`config.mk`:
```
export PLATFORM = sky130hd
export DESIGN_NAME = vmem_unit
export DESIGN_NICKNAME = d
export VERILOG_FILES = /design/src/source/vmem_pkg.sv /design/src/source/vmem_addr_gen.sv /design/src/source/velm_queue.sv /design/src/source/vmem_ctrl.sv /design/src/source/vstore_align.sv /design/src/source/vload_align.sv /design/src/source/vmem_unit.sv
export VERILOG_INCLUDE_DIRS = /design/src /design/src/source
export SDC_FILE = /design/constraint.sdc
export NUM_CORES = 1
export LEC_CHECK = 0
export ABC_AREA = 1
export BUFFER_PORTS_ARGS = -buffer_cell sky130_fd_sc_hd__buf_2
export CAP_MARGIN = 20
export CORE_AREA = 3 3 297 299
export CTS_CLUSTER_SIZE = 40
export DETAILED_ROUTE_END_ITERATION = 6
export DIE_AREA = 0 0 300 302
export HOLD_SLACK_MARGIN = 0.08
export PLACE_DENSITY = 0.51
export SYNTH_ARGS = -nofsm -noshare
export SYNTH_HDL_FRONTEND = slang
export SYNTH_SLANG_ARGS = --single-unit
export TNS_END_PERCENT = 5
```
`constraint.sdc`:
```
create_clock -name clk -period 5.43 [get_ports clk]
set_clock_uncertainty 0.05 [all_clocks]
set_input_delay 0.8145 -clock clk [delete_from_list [all_inputs] [get_ports clk]]
set_output_delay 0.8145 -clock clk [all_outputs]
set_load 0.01 [all_outputs]
```
`src/source/vmem_consts.svh`:
```
//####################################################################
// Sizing macros for the vector memory unit
// Element width must stay 32, line width must be a multiple of 32
// Derived widths are not computed, keep them in step by hand
//####################################################################

`ifndef VMEM_CONSTS_SVH
`define VMEM_CONSTS_SVH

// Vector shape
`define VMEM_NUM_LANES      4    // Lanes per vector
`define VMEM_LANE_BITS      2    // log2 of lane count
`define VMEM_WORD_WIDTH     32   // Element and control width

// Data memory line
`define VMEM_LINE_WIDTH     128  // One memory access moves a full line
`define VMEM_LINE_BYTES     16   // Byte enables per line
`define VMEM_WORD_SEL_BITS  2    // Address bits [3:2] pick the word

`endif

```
`src/source/vmem_pkg.sv`:
```
//####################################################################
// Shared types for the vector memory unit
// mem_op_t bit order is {pattern, size, signd, we}, op[5:0]
//####################################################################
`default_nettype none

`include "vmem_consts.svh"

package vmem_pkg;

  typedef enum logic [1:0] {
    PAT_UNIT    = 2'd0,  // Consecutive elements
    PAT_STRIDED = 2'd1,  // Base plus lane times stride
    PAT_INDEXED = 2'd2   // Base plus per-lane index
  } mem_pattern_e;

  // Code 3 falls through to word everywhere
  typedef enum logic [1:0] {
    SZ_BYTE = 2'd0,
    SZ_HALF = 2'd1,
    SZ_WORD = 2'd2
  } mem_size_e;

  typedef struct packed {
    mem_pattern_e pattern;  // op[5:4]
    mem_size_e    size;     // op[3:2]
    logic         signd;    // op[1], sign extend loads
    logic         we;       // op[0], 1 is store
  } mem_op_t;

  typedef logic [`VMEM_LANE_BITS-1:0]  lane_idx_t;
  typedef logic [`VMEM_WORD_WIDTH-1:0] word_t;
  typedef word_t                       lane_words_t [`VMEM_NUM_LANES];
  typedef logic [`VMEM_NUM_LANES-1:0]  lane_mask_t;
  typedef logic [`VMEM_LINE_WIDTH-1:0] line_t;
  typedef logic [`VMEM_LINE_BYTES-1:0] line_byteen_t;

endpackage

`default_nettype wire

```
`src/source/vmem_addr_gen.sv`:
```
//####################################################################
// Per-lane byte address generator, purely combinational
// Stride and index are not range checked, results wrap at 32 bits
// Elements must land naturally aligned, nothing here enforces it
//####################################################################
`default_nettype none

`include "vmem_consts.svh"

module vmem_addr_gen
  import vmem_pkg::*;
(
  input  mem_op_t     op,
  input  word_t       cbase,
  input  word_t       cstride,
  input  lane_words_t vindex,
  output lane_words_t lane_addr
);

  logic [1:0] elem_shift;                   // log2 of element bytes
  word_t      lane_off [`VMEM_NUM_LANES];   // Offset from base per lane

  // Size code 3 acts as a word
  always_comb
  begin
    case (op.size)
      SZ_BYTE: elem_shift = 2'd0;
      SZ_HALF: elem_shift = 2'd1;
      default: elem_shift = 2'd2;
    endcase
  end

  // Lane multiply replaces a precomputed stride table
  always_comb
  begin
    for (int k = 0; k < `VMEM_NUM_LANES; k++)
    begin
      case (op.pattern)
        PAT_STRIDED: lane_off[k] = (word_t'(k) * cstride) << elem_shift;
        PAT_INDEXED: lane_off[k] = vindex[k];  // Index is already in bytes
        default:     lane_off[k] = word_t'(k) << elem_shift;
      endcase
      lane_addr[k] = cbase + lane_off[k];
    end
  end

endmodule

`default_nettype wire

```
`src/source/velm_queue.sv`:
```
//####################################################################
// Per-lane element queue, lane 0 is the head
// Load takes a whole vector, shift drops the head and pulls zeros in
// Load and shift must never be asserted in the same cycle
//####################################################################
`default_nettype none

`include "vmem_consts.svh"

module velm_queue #(
  parameter type elem_t = logic  // Payload per lane
) (
  input  logic  clk,
  input  logic  resetn,
  input  logic  load,                          // Capture in_elems
  input  logic  shift,                         // Advance one lane
  input  elem_t in_elems [`VMEM_NUM_LANES],
  output elem_t head
);

  elem_t q [`VMEM_NUM_LANES];  // Lane storage

  always_ff @(posedge clk)
  begin
    if (!resetn)
    begin
      // Mask copy must come up empty
      for (int i = 0; i < `VMEM_NUM_LANES; i++)
        q[i] <= '0;
    end
    else if (load)
      q <= in_elems;
    else if (shift)
    begin
      for (int i = 0; i < `VMEM_NUM_LANES - 1; i++)
        q[i] <= q[i + 1];                      // Move toward lane 0
      q[`VMEM_NUM_LANES - 1] <= '0;            // Top lane empties
    end
  end

  assign head = q[0];

  // Controller loads only while idle and shifts only while issuing
  a_load_shift_excl: assert property (@(posedge clk) disable iff (!resetn)
    !(load && shift))
    else $error("velm_queue: load and shift together");

endmodule

`default_nettype wire

```
`src/source/vmem_ctrl.sv`:
```
//####################################################################
// Issue FSM, one lane per cycle starting at lane 0
// Memory port is a plain en/wait pair, request held while wait is high
// One drain cycle covers the read data of the last lane
//####################################################################
`default_nettype none

`include "vmem_consts.svh"

module vmem_ctrl
  import vmem_pkg::*;
(
  input  logic      clk,
  input  logic      resetn,
  input  logic      enable,     // Operation requested
  input  logic      head_mask,  // Mask bit of the head lane
  input  logic      dmem_wait,  // Memory back-pressure
  output logic      load,       // Fill the queues
  output logic      shift,      // Head lane done
  output logic      dmem_en,
  output logic      stall,
  output lane_idx_t lane        // Lane now at the head
);

  typedef enum logic [1:0] {
    ST_IDLE,
    ST_ISSUE,
    ST_DRAIN
  } state_e;

  state_e state;
  logic   last_lane;

  assign last_lane = (lane == lane_idx_t'(`VMEM_NUM_LANES - 1));

  // Take a new op only while idle
  assign load    = (state == ST_IDLE) && enable;
  assign dmem_en = (state == ST_ISSUE) && head_mask;
  // Masked lane passes at once, active lane waits for acceptance
  assign shift   = (state == ST_ISSUE) && (!head_mask || !dmem_wait);
  assign stall   = (state == ST_ISSUE) || (state == ST_DRAIN);

  always_ff @(posedge clk)
  begin
    if (!resetn)
    begin
      state <= ST_IDLE;
      lane  <= '0;
    end
    else
    begin
      case (state)
        ST_IDLE:
        begin
          lane <= '0;
          if (load)
            state <= ST_ISSUE;
        end
        ST_ISSUE:
        begin
          if (shift)
          begin
            lane <= lane + 1'b1;                  // Wraps back to 0 after last
            if (last_lane)
              state <= ST_DRAIN;
          end
        end
        ST_DRAIN: state <= ST_IDLE;               // Last load data returns here
        default:  state <= ST_IDLE;
      endcase
    end
  end

  // Requests only come out of the issue state
  a_en_in_issue: assert property (@(posedge clk) disable iff (!resetn)
    dmem_en |-> (state == ST_ISSUE))
    else $error("vmem_ctrl: dmem_en outside ISSUE");

  // A stalled request stays on the same lane
  a_hold_on_wait: assert property (@(posedge clk) disable iff (!resetn)
    (dmem_en && dmem_wait) |=> (dmem_en && $stable(lane)))
    else $error("vmem_ctrl: request dropped under wait");

endmodule

`default_nettype wire

```
`src/source/vstore_align.sv`:
```
//####################################################################
// Store aligner, places one element into a memory line
// Big-endian inside each word, byte offset 0 is bits 31:24
// Assumes natural alignment, size code 3 stores a word
//####################################################################
`default_nettype none

module vstore_align
  import vmem_pkg::*;
(
  input  word_t        addr,       // Element byte address
  input  word_t        data,       // Element in low bits
  input  mem_size_e    size,
  output line_t        writedata,
  output line_byteen_t byteen
);

  logic [3:0] word_be;    // Enables inside the word, bit 3 is offset 0
  word_t      word_data;  // Data placed inside the word

  always_comb
  begin
    case (size)
      SZ_BYTE:
      begin
        word_be   = 4'b1000 >> addr[1:0];
        word_data = {data[7:0], 24'b0} >> {addr[1:0], 3'b000};
      end
      SZ_HALF:
      begin
        // Only addr[1] matters for an aligned halfword
        word_be   = addr[1] ? 4'b0011 : 4'b1100;
        word_data = addr[1] ? {16'b0, data[15:0]} : {data[15:0], 16'b0};
      end
      default:
      begin
        word_be   = 4'b1111;
        word_data = data;
      end
    endcase
  end

  // Word w sits at bits 32w+31:32w of the line
  assign writedata = line_t'(word_data) << {addr[3:2], 5'b00000};
  assign byteen    = line_byteen_t'(word_be) << {addr[3:2], 2'b00};

endmodule

`default_nettype wire

```
`src/source/vload_align.sv`:
```
//####################################################################
// Load aligner, one cycle from accepted request to voutput_we
// Expects the addressed line on readdata the cycle after acceptance
// voutput is zero in every lane that is not being written
//####################################################################
`default_nettype none

`include "vmem_consts.svh"

module vload_align
  import vmem_pkg::*;
(
  input  logic        clk,
  input  logic        resetn,
  input  logic        issue,      // Load request accepted
  input  lane_idx_t   lane,
  input  word_t       addr,
  input  mem_size_e   size,
  input  logic        signd,
  input  line_t       readdata,
  output lane_words_t voutput,
  output lane_mask_t  voutput_we
);

  logic                           valid_q;  // Line arrives this cycle
  lane_idx_t                      lane_q;
  logic [`VMEM_WORD_SEL_BITS+1:0] off_q;    // Word select and byte offset
  mem_size_e                      size_q;
  logic                           signd_q;

  word_t       word_sel;
  logic [15:0] half_sel;
  logic [7:0]  byte_sel;
  word_t       result;

  always_ff @(posedge clk)
  begin
    if (!resetn)
      valid_q <= 1'b0;
    else
      valid_q <= issue;
  end

  // Request details, only looked at under valid_q
  always_ff @(posedge clk)
  begin
    if (issue)
    begin
      lane_q  <= lane;
      off_q   <= addr[`VMEM_WORD_SEL_BITS+1:0];
      size_q  <= size;
      signd_q <= signd;
    end
  end

  always_comb
  begin
    word_sel = readdata[{off_q[3:2], 5'b00000} +: 32];
    half_sel = word_sel[{~off_q[1], 4'b0000} +: 16];     // Offset 0 is upper half
    byte_sel = word_sel[{~off_q[1:0], 3'b000} +: 8];     // Offset 0 is top byte
    case (size_q)
      SZ_BYTE: result = {{24{signd_q & byte_sel[7]}}, byte_sel};
      SZ_HALF: result = {{16{signd_q & half_sel[15]}}, half_sel};
      default: result = word_sel;
    endcase
  end

  // Steer into the one lane that asked
  always_comb
  begin
    for (int i = 0; i < `VMEM_NUM_LANES; i++)
    begin
      voutput_we[i] = valid_q && (lane_q == lane_idx_t'(i));
      voutput[i]    = voutput_we[i] ? result : '0;
    end
  end

endmodule

`default_nettype wire

```
`src/source/vmem_unit.sv`:
```
//####################################################################
// Vector memory unit top, serial issue of unit, strided, indexed ops
// Inputs are sampled only in the cycle the op is taken
// Addresses go out line aligned, byte enables pick the element
//####################################################################
`default_nettype none

`include "vmem_consts.svh"

module vmem_unit
  import vmem_pkg::*;
(
  input  logic         clk,
  input  logic         resetn,
  input  logic         enable,
  input  mem_op_t      op,
  input  word_t        cbase,
  input  word_t        cstride,
  input  lane_mask_t   vmask,
  input  lane_words_t  vindex,
  input  lane_words_t  vwritedata,
  output logic         stall,
  output lane_words_t  voutput,
  output lane_mask_t   voutput_we,
  output logic         dmem_en,
  output logic         dmem_we,
  output word_t        dmem_address,
  output line_byteen_t dmem_byteen,
  output line_t        dmem_writedata,
  input  line_t        dmem_readdata,
  input  logic         dmem_wait
);

  lane_words_t lane_addr;
  logic        mask_in [`VMEM_NUM_LANES];  // vmask as an unpacked vector
  mem_op_t     op_q;                       // Op in flight
  logic        q_load;
  logic        q_shift;
  word_t       head_addr;
  word_t       head_data;
  logic        head_mask;
  lane_idx_t   lane;
  logic        ld_issue;                   // Accepted load request

  always_comb
  begin
    for (int i = 0; i < `VMEM_NUM_LANES; i++)
      mask_in[i] = vmask[i];
  end

  always_ff @(posedge clk)
  begin
    if (!resetn)
      op_q <= '0;
    else if (q_load)
      op_q <= op;
  end

  vmem_addr_gen u_addr_gen (
    .op        (op),
    .cbase     (cbase),
    .cstride   (cstride),
    .vindex    (vindex),
    .lane_addr (lane_addr)
  );

  velm_queue #(.elem_t(word_t)) u_addr_q (
    .clk(clk), .resetn(resetn), .load(q_load), .shift(q_shift),
    .in_elems(lane_addr), .head(head_addr)
  );

  // Store data rides along even for loads, it is simply unused
  velm_queue #(.elem_t(word_t)) u_data_q (
    .clk(clk), .resetn(resetn), .load(q_load), .shift(q_shift),
    .in_elems(vwritedata), .head(head_data)
  );

  velm_queue #(.elem_t(logic)) u_mask_q (
    .clk(clk), .resetn(resetn), .load(q_load), .shift(q_shift),
    .in_elems(mask_in), .head(head_mask)
  );

  vmem_ctrl u_ctrl (
    .clk       (clk),
    .resetn    (resetn),
    .enable    (enable),
    .head_mask (head_mask),
    .dmem_wait (dmem_wait),
    .load      (q_load),
    .shift     (q_shift),
    .dmem_en   (dmem_en),
    .stall     (stall),
    .lane      (lane)
  );

  vstore_align u_st_align (
    .addr      (head_addr),
    .data      (head_data),
    .size      (op_q.size),
    .writedata (dmem_writedata),
    .byteen    (dmem_byteen)
  );

  assign ld_issue = dmem_en && !dmem_wait && !op_q.we;

  vload_align u_ld_align (
    .clk        (clk),
    .resetn     (resetn),
    .issue      (ld_issue),
    .lane       (lane),
    .addr       (head_addr),
    .size       (op_q.size),
    .signd      (op_q.signd),
    .readdata   (dmem_readdata),
    .voutput    (voutput),
    .voutput_we (voutput_we)
  );

  assign dmem_we      = op_q.we;
  assign dmem_address = {head_addr[`VMEM_WORD_WIDTH-1:`VMEM_WORD_SEL_BITS+2],
                         {(`VMEM_WORD_SEL_BITS + 2){1'b0}}};  // Line aligned

  // Results only ever come back for loads, one lane at a time
  a_we_load_only: assert property (@(posedge clk) disable iff (!resetn)
    (voutput_we != '0) |-> (!op_q.we && $onehot(voutput_we)))
    else $error("vmem_unit: bad voutput_we");

endmodule

`default_nettype wire

```
---- Word-level counts from Yosys, hierarchy flattened ----
Cells that the tools add are included.
W data, S select, Z words.
cells by class
  add/subtract/negate cells ............... 5
  multipliers ............................. 1
  equality and inequality tests ........... 14
  shift-type cells ........................ 14
  multiplexer cells ....................... 26
  bitwise gates (word level) .............. 4
  reduce and logical (&&, ||, !) cells .... 23
operators with widths
  operator                 count
  $mux W128                4
  $pmux W32 S2             5
  $mux W32                 6
  $add A32 B32 Y32         4
  $shiftx A128 B8 Y32      1
  $shl A32 B7 Y128         1
  $shl A32 B2 Y32          3
  $shl A1 B2 Y32 const A   2
  $shl A2 B2 Y32 const A   2
  $mul A2 B32 Y32 const A  1
  $shiftx A32 B6 Y16       1
  $shiftx A32 B6 Y8        1
  $shr A32 B5 Y32          1
  $shl A4 B4 Y16           1
  $eq A2 B1 Y1 const B     6
  $mux W4                  3
  $pmux W2 S2              3
  $eq A2 B2 Y1 const B     5
  $logic_not A2 Y1         5
  $logic_and A1 B1 Y1      9
  $mux W2                  4
  $pmux W4 S2              1
  $ne A2 B2 Y1 const B     2
  $reduce_bool A2 Y1       2
  10 further kinds         14
word-level totals
  register bits after elaboration ......... 278
  input port bits ......................... 462
  output and inout port bits .............. 311
  logic and storage cells ................. 109

---- Longest topological paths before layout ----
Gate-level depths: netlist of run 1.
  word-level depth ........................ 6
  mapped depth ............................ 30
  gate-level depth less buffers ........... 30

---- Hierarchy ----
From an unflattened synthesis of run 1, not the netlist that was laid out.
second synthesis, totals
  cells, all modules ...................... 4,929
  area total of the unflattened synthesis .. 28,285.9 um2
modules (own cells, without submodules)
  module                     instances  cells an instance  area each (um2)  sequential area each (um2)
  velm_queue (u_addr_q ...)  2          900                5,949.5          2,562.5
  vmem_addr_gen              1          2,027              11,054.4         0.0
  vload_align                1          581                2,885.3          290.3
  vstore_align               1          418                1,774.2          0.0
  vmem_ctrl                  1          43                 277.8            80.1
  vmem_unit                  1          31                 207.7            80.1
  velm_queue (u_mask_q)      1          29                 187.7            80.1

---- Worst setup path before layout of run 1 ----
OpenSTA, ideal clock, no wires.
  path type ............................... input to register
  from .................................... input port cstride[0]
  to ...................................... register u_addr_q.q[30] in the netlist's numbering
  setup time .............................. 0.132 ns
  data arrival time ....................... 3.952 ns
  required time ........................... 5.248 ns
  setup slack ............................. 1.296 ns
  cell stages on the path ................. 26
  buffers on the path ..................... 0
  path through ............................ ha_1 -> inv_1 -> fa_1 -> inv_1 -> nand2_1 -> nand3_1 -> nand2_1 -> nand2_1 -> a21oi_1 -> inv_1 -> o21ai_0 -> a21oi_1 -> nand2_1 -> o21ai_0 -> o22ai_1 -> a31oi_1 -> ha_1 -> a21oi_1 -> o21a_1 -> o21ai_0 -> nand3b_1 -> a21oi_2 -> o31ai_1 -> or2_1 -> nand2_1 -> a21oi_1
on the way
  word-level cells in the longest chain between the ends .. 5
ends and longest elaborated chain
  element                        line                 source
  start, declared                vmem_unit.sv:18      input word_t cstride,
  $mul A2 B32 Y32                vmem_addr_gen.sv:39  PAT_STRIDED: lane_off[k] = (word_t'(k) * cstride) << elem_shift;
  $shl A32 B2 Y32                vmem_addr_gen.sv:39
  $pmux W32 S2                   vmem_addr_gen.sv:38  case (op.pattern)
  $add A32 B32 Y32               vmem_addr_gen.sv:43  lane_addr[k] = cbase + lane_off[k];
  $mux W128                      velm_queue.sv:31     else if (load)
  end signal, assigned           velm_queue.sv:32     q <= in_elems;
  end signal, assigned by index  velm_queue.sv:36     q[i] <= q[i + 1];
  end, declared                  velm_queue.sv:21     elem_t q [`VMEM_NUM_LANES];
Every way passes these cells.
A chain may end at the register's enable or synchronous reset.

==> metrics.md, run 1 <==
| Metric | Value |
|---|---|
| WL/cell | roughly 24 um |
| Row count | 107 |
| Xor/xnor share of the synthesized area | 1.896% |
| Final WL | 143700 um |
| Synth Area in Compound Gates | 25.05% |
| Final std cell area, no fill | ~32000 um2 |
| Iter 0 DRT Violations | 3349 |
| Mux share of post-synthesis cell area | 0% |
| Core Area | 85410 um2 |
| Worst Setup End Kind | output pin |
| Hold slack | 0.3884 ns |
| Slew margin rel. | between 20% and 30% |
| Hold bufs inserted after CTS | 0 |
| Final core occ | 37.01% |
| CTS tree | done |
| Clock sinks | 278 |
| Post-Place Worst Slack | 0.4957 ns |
| Post-Synth Simple-Gate Area | 32.24% |
| Failing checks | design-rule violations |
| Crit Path Category | flip-flop to output pin |
| Area contributors post-synth | dfxtp_1 21%, nand2_1 16%, nor2_1 11%, a21oi_1 8.7%, ha_1 7.9% |
| GRT Util Overall | ~30% |
| Worst-margin pin slew | approximately 1.2 ns |
| Final setup vio count | 0 |
| First-pass GRT wire length | 202500 um |
| Die area | between 90000 and 100000 um2 |
| Placed Cells | 6018 |
| Die width | ~300 um |
| Post-DR vias/cell | about 5.3 |
| Synth top cells by count | 1106 x nand2_1, 749 x nor2_1, 442 x a21oi_1, 390 x inv_1, 269 x dfxtp_1 |
| Synth Cell Area | 25410 um2 |
| Postcts setup bufs | 0 |
| Maxcap violations | 0 |
| Final WS setup | roughly 0.65 ns |
| Asr flop ratio synth | 0% |
| Worst hold path class | flip-flop to flip-flop |
| Worst-Skew Late Latency | 0.57 ns |
| Deepest clock path buffer count | 3 |
| Slew Limit Fails | 0 |
| Initial antenna violation count | 31 |
| Dpl cell area | ~30000 um2 |
| Overall power | between 10 and 15 mW |
| Synth Flop Type | dfxtp_1 |
| Most frequent cell after synthesis | nand2_1 |
| P per Cell Area | 361.5 nW/um2 |
| Post-synth top area share | a little over a fifth |
| RSZ-0062 raised after global routing | false |
| Seq/Total Area, Yosys | 22.26% |
| TritonCTS Buffers | 37 |
| Peak supply drop | 0.2812 mV |
| Die H | 302 um |
| Largest family of logic cells by synthesized area | simple AND/OR/NAND/NOR gates |
| Leak Pwr | 15.74 nW |
| Fillers | 9692 |
| I/O pins | between 700 and 800 |
| Worst path required time | 4.57 ns |
| DR vias | 32017 |
| GRT overflow | 0 |
| Post-detail-place hpwl | 117600 um |
| Initial core utilization | 29.75% |
| Post_cts resized | 0 |
| DRC violations left | 2 |
| Input/output buffers | 768 |
| Post-synth top area cell | dfxtp_1 |
| Clock root buffer | clkbuf_16 |
| Final hold viol count | 0 |
| Fraction of layout cells with a size suffix above 1 | 19.72% |
| Mapped Cells | 4275 |
| Worst path arrival time | between 3 and 4 ns |
| Fin crit period | 4.777 ns |
| Crit path max fanout | 24 |
| Clock Pin Slew Worst Setup and Hold Paths | approximately 0.060 ns |
| Detail Route Antenna Nets | 0 |
| Non-Filler Instances | 6097 |
| Number of synthesized register bits | 278 |
| Largest net degree at the start of global routing | 129 |
| FMAX | 0.2094 GHz |
| Nature of the critical path startpoint | flip-flop |
| Distinct cell type count after synthesis | 66 |
| Nets | 5542 |
| Syn_area_per_cell | 5.944 um2 |
| Final Cycle Share | 87.97% |
| Synth Area in Adders | 8.272% |
| Area Growth Syn to Fin | 24.40% |
| Warnings, synthesis | 0 |
| Status | finished with violations |
| H-tree depth | 2 |
| Sum Neg Setup Slack | 0 ns |
| First drt pass iteration count | 7 |
| EDFF count, synth | 9 |
| Number of global-route vias before repair | 29887 |
| GP Congestion | around 0.99 |
## cells in the final DEF, fill, tap and decap left out, drive strengths merged, types with 22 or more instances in the layout
master / count
nand2: 1109
buf: 836
nor2: 750
a21oi: 446
inv: 402
dfxtp: 269
o21ai: 269
ha: 160
nand3: 134
a31oi: 90
o221ai: 61
clkbuf: 49
o22ai: 46
xor2: 38
a32o: 26
o21bai: 23
nor3: 23
or2: 22
## per-layer routing
metal  global-route usage [%]  vias to the layer above  routed length (um)
met5                        0                        -                 106
met4                    13.94                       14                7719
met3                    4.335                      253                9746
met2                    49.20                     1295               65700
met1                    38.77                    15004               60420
li1                         -                    15451                   -
## sequential cells by signal, indices dropped and copies added, names as in the netlist
register and count:
dmem_we 1, op_q 3, u_addr_q.head 32, u_addr_q.q 96
u_ctrl.lane 2, u_ctrl.state 2, u_data_q.head 32, u_data_q.q 96
u_ld_align.lane_q 2, u_ld_align.off_q 4, u_ld_align.signd_q 1, u_ld_align.size_q 2
u_ld_align.valid_q 1, u_mask_q.head 1, u_mask_q.q 3
## where the power goes
part           internal (mW)  switching, mW
clock network           1.62           1.05
registers               2.66          0.371
logic                   1.68           4.05
## layout make-up
class / instances / area (um2) / area share [%]
flip-flops and latches: 278 / 5657 / 17.89
well taps: 1144 / 1431 / 4.528
clock buffers: 49 / 1052 / 3.329
inverters: 403 / 1540 / 4.872
clock inverters: 14 / 280.3 / 0.8866
multi-input cells: 3359 / 17200 / 54.42
repair buffers: 836 / 4412 / 13.96
diodes: 14 / 35.03 / 0.1108
## logic make-up after synthesis
family,count (synthesis)
other cells,1
fa+ha+maj,165
buf+inv,641
xor+xnor,55
flops,278
compound gates,1062
simple gates,2073
## final timing paths
kind | startpoint | end | slack, ns | depth (start not counted)
setup / recovery | u_ld_align.off_q[2]$_DFFE_PP_ | voutput[85] | 0.65 | 13
setup reg to reg | u_ctrl.state[0]$_SDFFE_PN0P_ | u_addr_q.q[39]$_SDFFE_PN0P_ | 2.01 | 9
hold / removal | op_q[1]$_SDFFE_PN0P_ | u_ld_align.signd_q$_DFFE_PP_ | 0.39 | 0
hold reg to reg | op_q[1]$_SDFFE_PN0P_ | u_ld_align.signd_q$_DFFE_PP_ | 0.39 | 0
## critical path, stage by stage, from the launching register on
cell and delay (ns):
edfxtp_1 0.32, buf_4 0.26, inv_2 0.21, nand2_1 0.37
a32o_2 0.25, o21ai_4 0.08, or2_4 0.26, nand4_4 0.07
inv_4 0.07, a31oi_4 0.39, o21ai_0 0.52, nand2_1 0.19
inv_1 0.15, buf_2 0.18
Note: power is estimated with default switching activity, not from simulation.
==> run 2: changes to the inputs <==
--- a/config.mk
+++ b/config.mk
@@ -14,6 +14,7 @@
 export DETAILED_ROUTE_END_ITERATION = 6
 export DIE_AREA = 0 0 300 302
 export HOLD_SLACK_MARGIN = 0.08
+export MAX_ROUTING_LAYER = met4
 export PLACE_DENSITY = 0.51
 export SYNTH_ARGS = -nofsm -noshare
 export SYNTH_HDL_FRONTEND = slang
==> run 2 against run 1 <==
The run still ends with design-rule violations left. Via count up 0.44%. Final cell count up 0.11%. Count of clock-buffer cells in the layout up 1. Clock power up 4%. First-iteration DRC count up 9.9%. Power up 1.6%. Combinational power up 0.9%. Maximum frequency down 6.9%. Core utilization up 0.10 points. Non-clock buffer count down 3. Global-route usage up 1.2 points. Worst setup slack worse by 0.35 ns. Critical endpoint unchanged. Largest power group unchanged.
==> metrics.md, run 2 (synthesis gave the netlist of run 1 again) <==
| Metric | Value |
|---|---|
| GRT Util Overall | 31.18% |
| Worst R2R Start | u_ctrl.state[0]$_SDFFE_PN0P_ |
| Slew Limit Fails | 0 |
| Die width | 300 um |
| Iter 0 DRT Violations | ~3700 |
| Detail Route Antenna Nets | 0 |
| Clock Pin Slew Worst Setup and Hold Paths | 0.06 ns |
| Fillers | 9729 |
| H-tree depth | 2 |
| Fin crit period | 5.131 ns |
| Nature of the critical path startpoint | flip-flop |
| Status | finished with violations |
| Final WS setup | about 0.30 ns |
| Hold wc startpoint | op_q[1]$_SDFFE_PN0P_ |
| Worst path arrival time | ~4.3 ns |
| Nets | 5539 |
| GRT overflow | 0 |
| Fraction of layout cells with a size suffix above 1 | 19.81% |
| Die H | roughly 300 um |
| DRC violations left | 6 |
| Worst hold path class | flip-flop to flip-flop |
| R2R depth | 9 |
| Core Area | 85410 um2 |
| Critical path's slowest cell | nand2_1 |
| Endpoint, Worst Hold | u_ld_align.signd_q$_DFFE_PP_ |
| Clock sinks | between 200 and 300 |
| Initial core utilization | about 30% |
| TritonCTS Buffers | 37 |
| Critical path cell sequence | buf_4 > inv_2 > nand2_1 > a32o_2 > o21ai_4 > or2_4 > nand4_4 > inv_4 > a31oi_4 > buf_4 > o21ai_0 > nand2_1 > inv_1 > buf_2 |
| Worst-margin pin slew | 1.140 ns |
| Placed Cells | ~6000 |
| Largest net degree at the start of global routing | approximately 130 |
| WL/cell | 23.82 um |
| Most frequent cells in the layout | 1104 x nand2_1, 768 x buf_2, 744 x nor2_1 |
| Peak supply drop | 0.2450 mV |
| Leak Pwr | 15.77 nW |
| Row count | 107 |
| First-pass GRT wire length | 203900 um |
| Failing checks | design-rule violations |
| Final setup vio count | 0 |
| Final hold viol count | 0 |
| Critical R2R Capture | u_addr_q.head[0]$_SDFFE_PN0P_ |
| Hold bufs inserted after CTS | 0 |
| Final Cycle Share | 94.50% |
| Post_cts resized | 0 |
| Worst path required time | around 4.6 ns |
| Most common cell after layout, fill and taps aside | nand2_1 |
| Number of global-route vias before repair | 29988 |
| Non-Filler Instances | ~6000 |
| DR vias | 32158 |
| Clock root buffer | clkbuf_16 |
| Slew margin rel. | a little under a quarter |
| Hold slack | 0.4066 ns |
| Top flop regs | u_addr_q.q x96, u_data_q.q x96 |
| FMAX | 0.1949 GHz |
| Worst-Skew Late Latency | 0.57 ns |
| RSZ-0062 raised after global routing | false |
| Post-DR vias/cell | 5.268 |
| P per Cell Area | 366.2 nW/um2 |
| CTS tree | done |
| Post-detail-place hpwl | 118400 um |
| First drt pass iteration count | 7 |
| Sum Neg Setup Slack | 0 ns |
| R2r setup slk | 2.07 ns |
| Area Growth Syn to Fin | 24.74% |
| Worst Setup End Kind | output pin |
| Cell count of the worst hold path | 0 |
| Final WL | 145400 um |
| Maxcap violations | 0 |
| Crit Path Category | flip-flop to output pin |
| Initial antenna violation count | 28 |
| Postcts setup bufs | 0 |
| Deepest clock path buffer count | 3 |
| CP max stage delay | 0.44 ns |
| Post-Place Worst Slack | between 0.4 and 0.5 ns |
| I/O pins | 773 |
| Input/output buffers | 768 |
| GP Congestion | between 0.9 and 1 |
| Crit path max fanout | 24 |
| Die area | 90600 um2 |
[run 2: cell count changes in the layout (fill, tap and decap cells not counted)]
cell / delta
diode_2: +5
clkbuf_1: -2
clkinvlp_4: +1
inv_6: -1
buf_6: -2
clkbuf_8: +2
clkinv_2: +3
clkbuf_16: +1
bufinv_16: +1
nor2_1: -1
nor2_2: +1
buf_12: +1
buf_4: -2
[run 2: power breakdown]
group	internal, mW	switching, mW
logic	1.69	4.09
registers	2.66	0.373
clock network	1.73	1.07
[run 2: per-layer routing]
layer  GRT usage, %  share of wire [%]  up-vias
met5              -                  0        -
met4          13.66                4.9        0
met3          3.624                6.1      244
met2          50.18                 46     1282
met1          39.43                 43    15162
li1               -                  -    15470
[run 2: worst max-delay path by stage]
stage | start | end | slack, ns | cells after the start
2_1_floorplan | cstride[0] | u_addr_q.q[30]$_SDFFE_PN0P_ | 1.30 | 26
3_3_place_gp | cstride[8] | u_addr_q.q[27]$_SDFFE_PN0P_ | 0.42 | 26
3_5_place_dp | cstride[6] | u_addr_q.q[27]$_SDFFE_PN0P_ | 0.42 | 26
4_1_cts | u_ld_align.off_q[2]$_DFFE_PP_ | voutput[85] | 0.48 | 14
5_1_grt | u_ld_align.off_q[2]$_DFFE_PP_ | voutput[85] | 0.14 | 14
6_report | u_ld_align.off_q[2]$_DFFE_PP_ | voutput[85] | 0.30 | 14
[run 2: cell type report]
class | instances | area (um2) | area share [%]
multi-input combinational | 3359 | 17210 | 54.28
sequential | 278 | 5657 | 17.85
timing repair buffer | 833 | 4394 | 13.86
inverter | 403 | 1540 | 4.859
tap | 1144 | 1431 | 4.516
clock buffer | 50 | 1097 | 3.462
clock inverter | 18 | 324.1 | 1.022
antenna | 19 | 47.55 | 0.1500
[run 2: through the flow]
stage	utilization, %	area, um2	total power [mW]
after global routing	37.10	31690	12.36
final	37.11	31700	11.61
after CTS	37.05	31650	11.57
after global placement	35.39	30230	8.703
after detailed placement	35.39	30230	8.716
after floorplan	-	25420	6.568
[run 2: worst max-delay path: cells and delay by family, from the launching register on]
kind / cells / cell delay [ns]
buffers and inverters: 6 / 1.47
AOI/OAI and AO/OA: 4 / 1.05
and+or+nand+nor: 4 / 0.81
DFF: 1 / 0.36
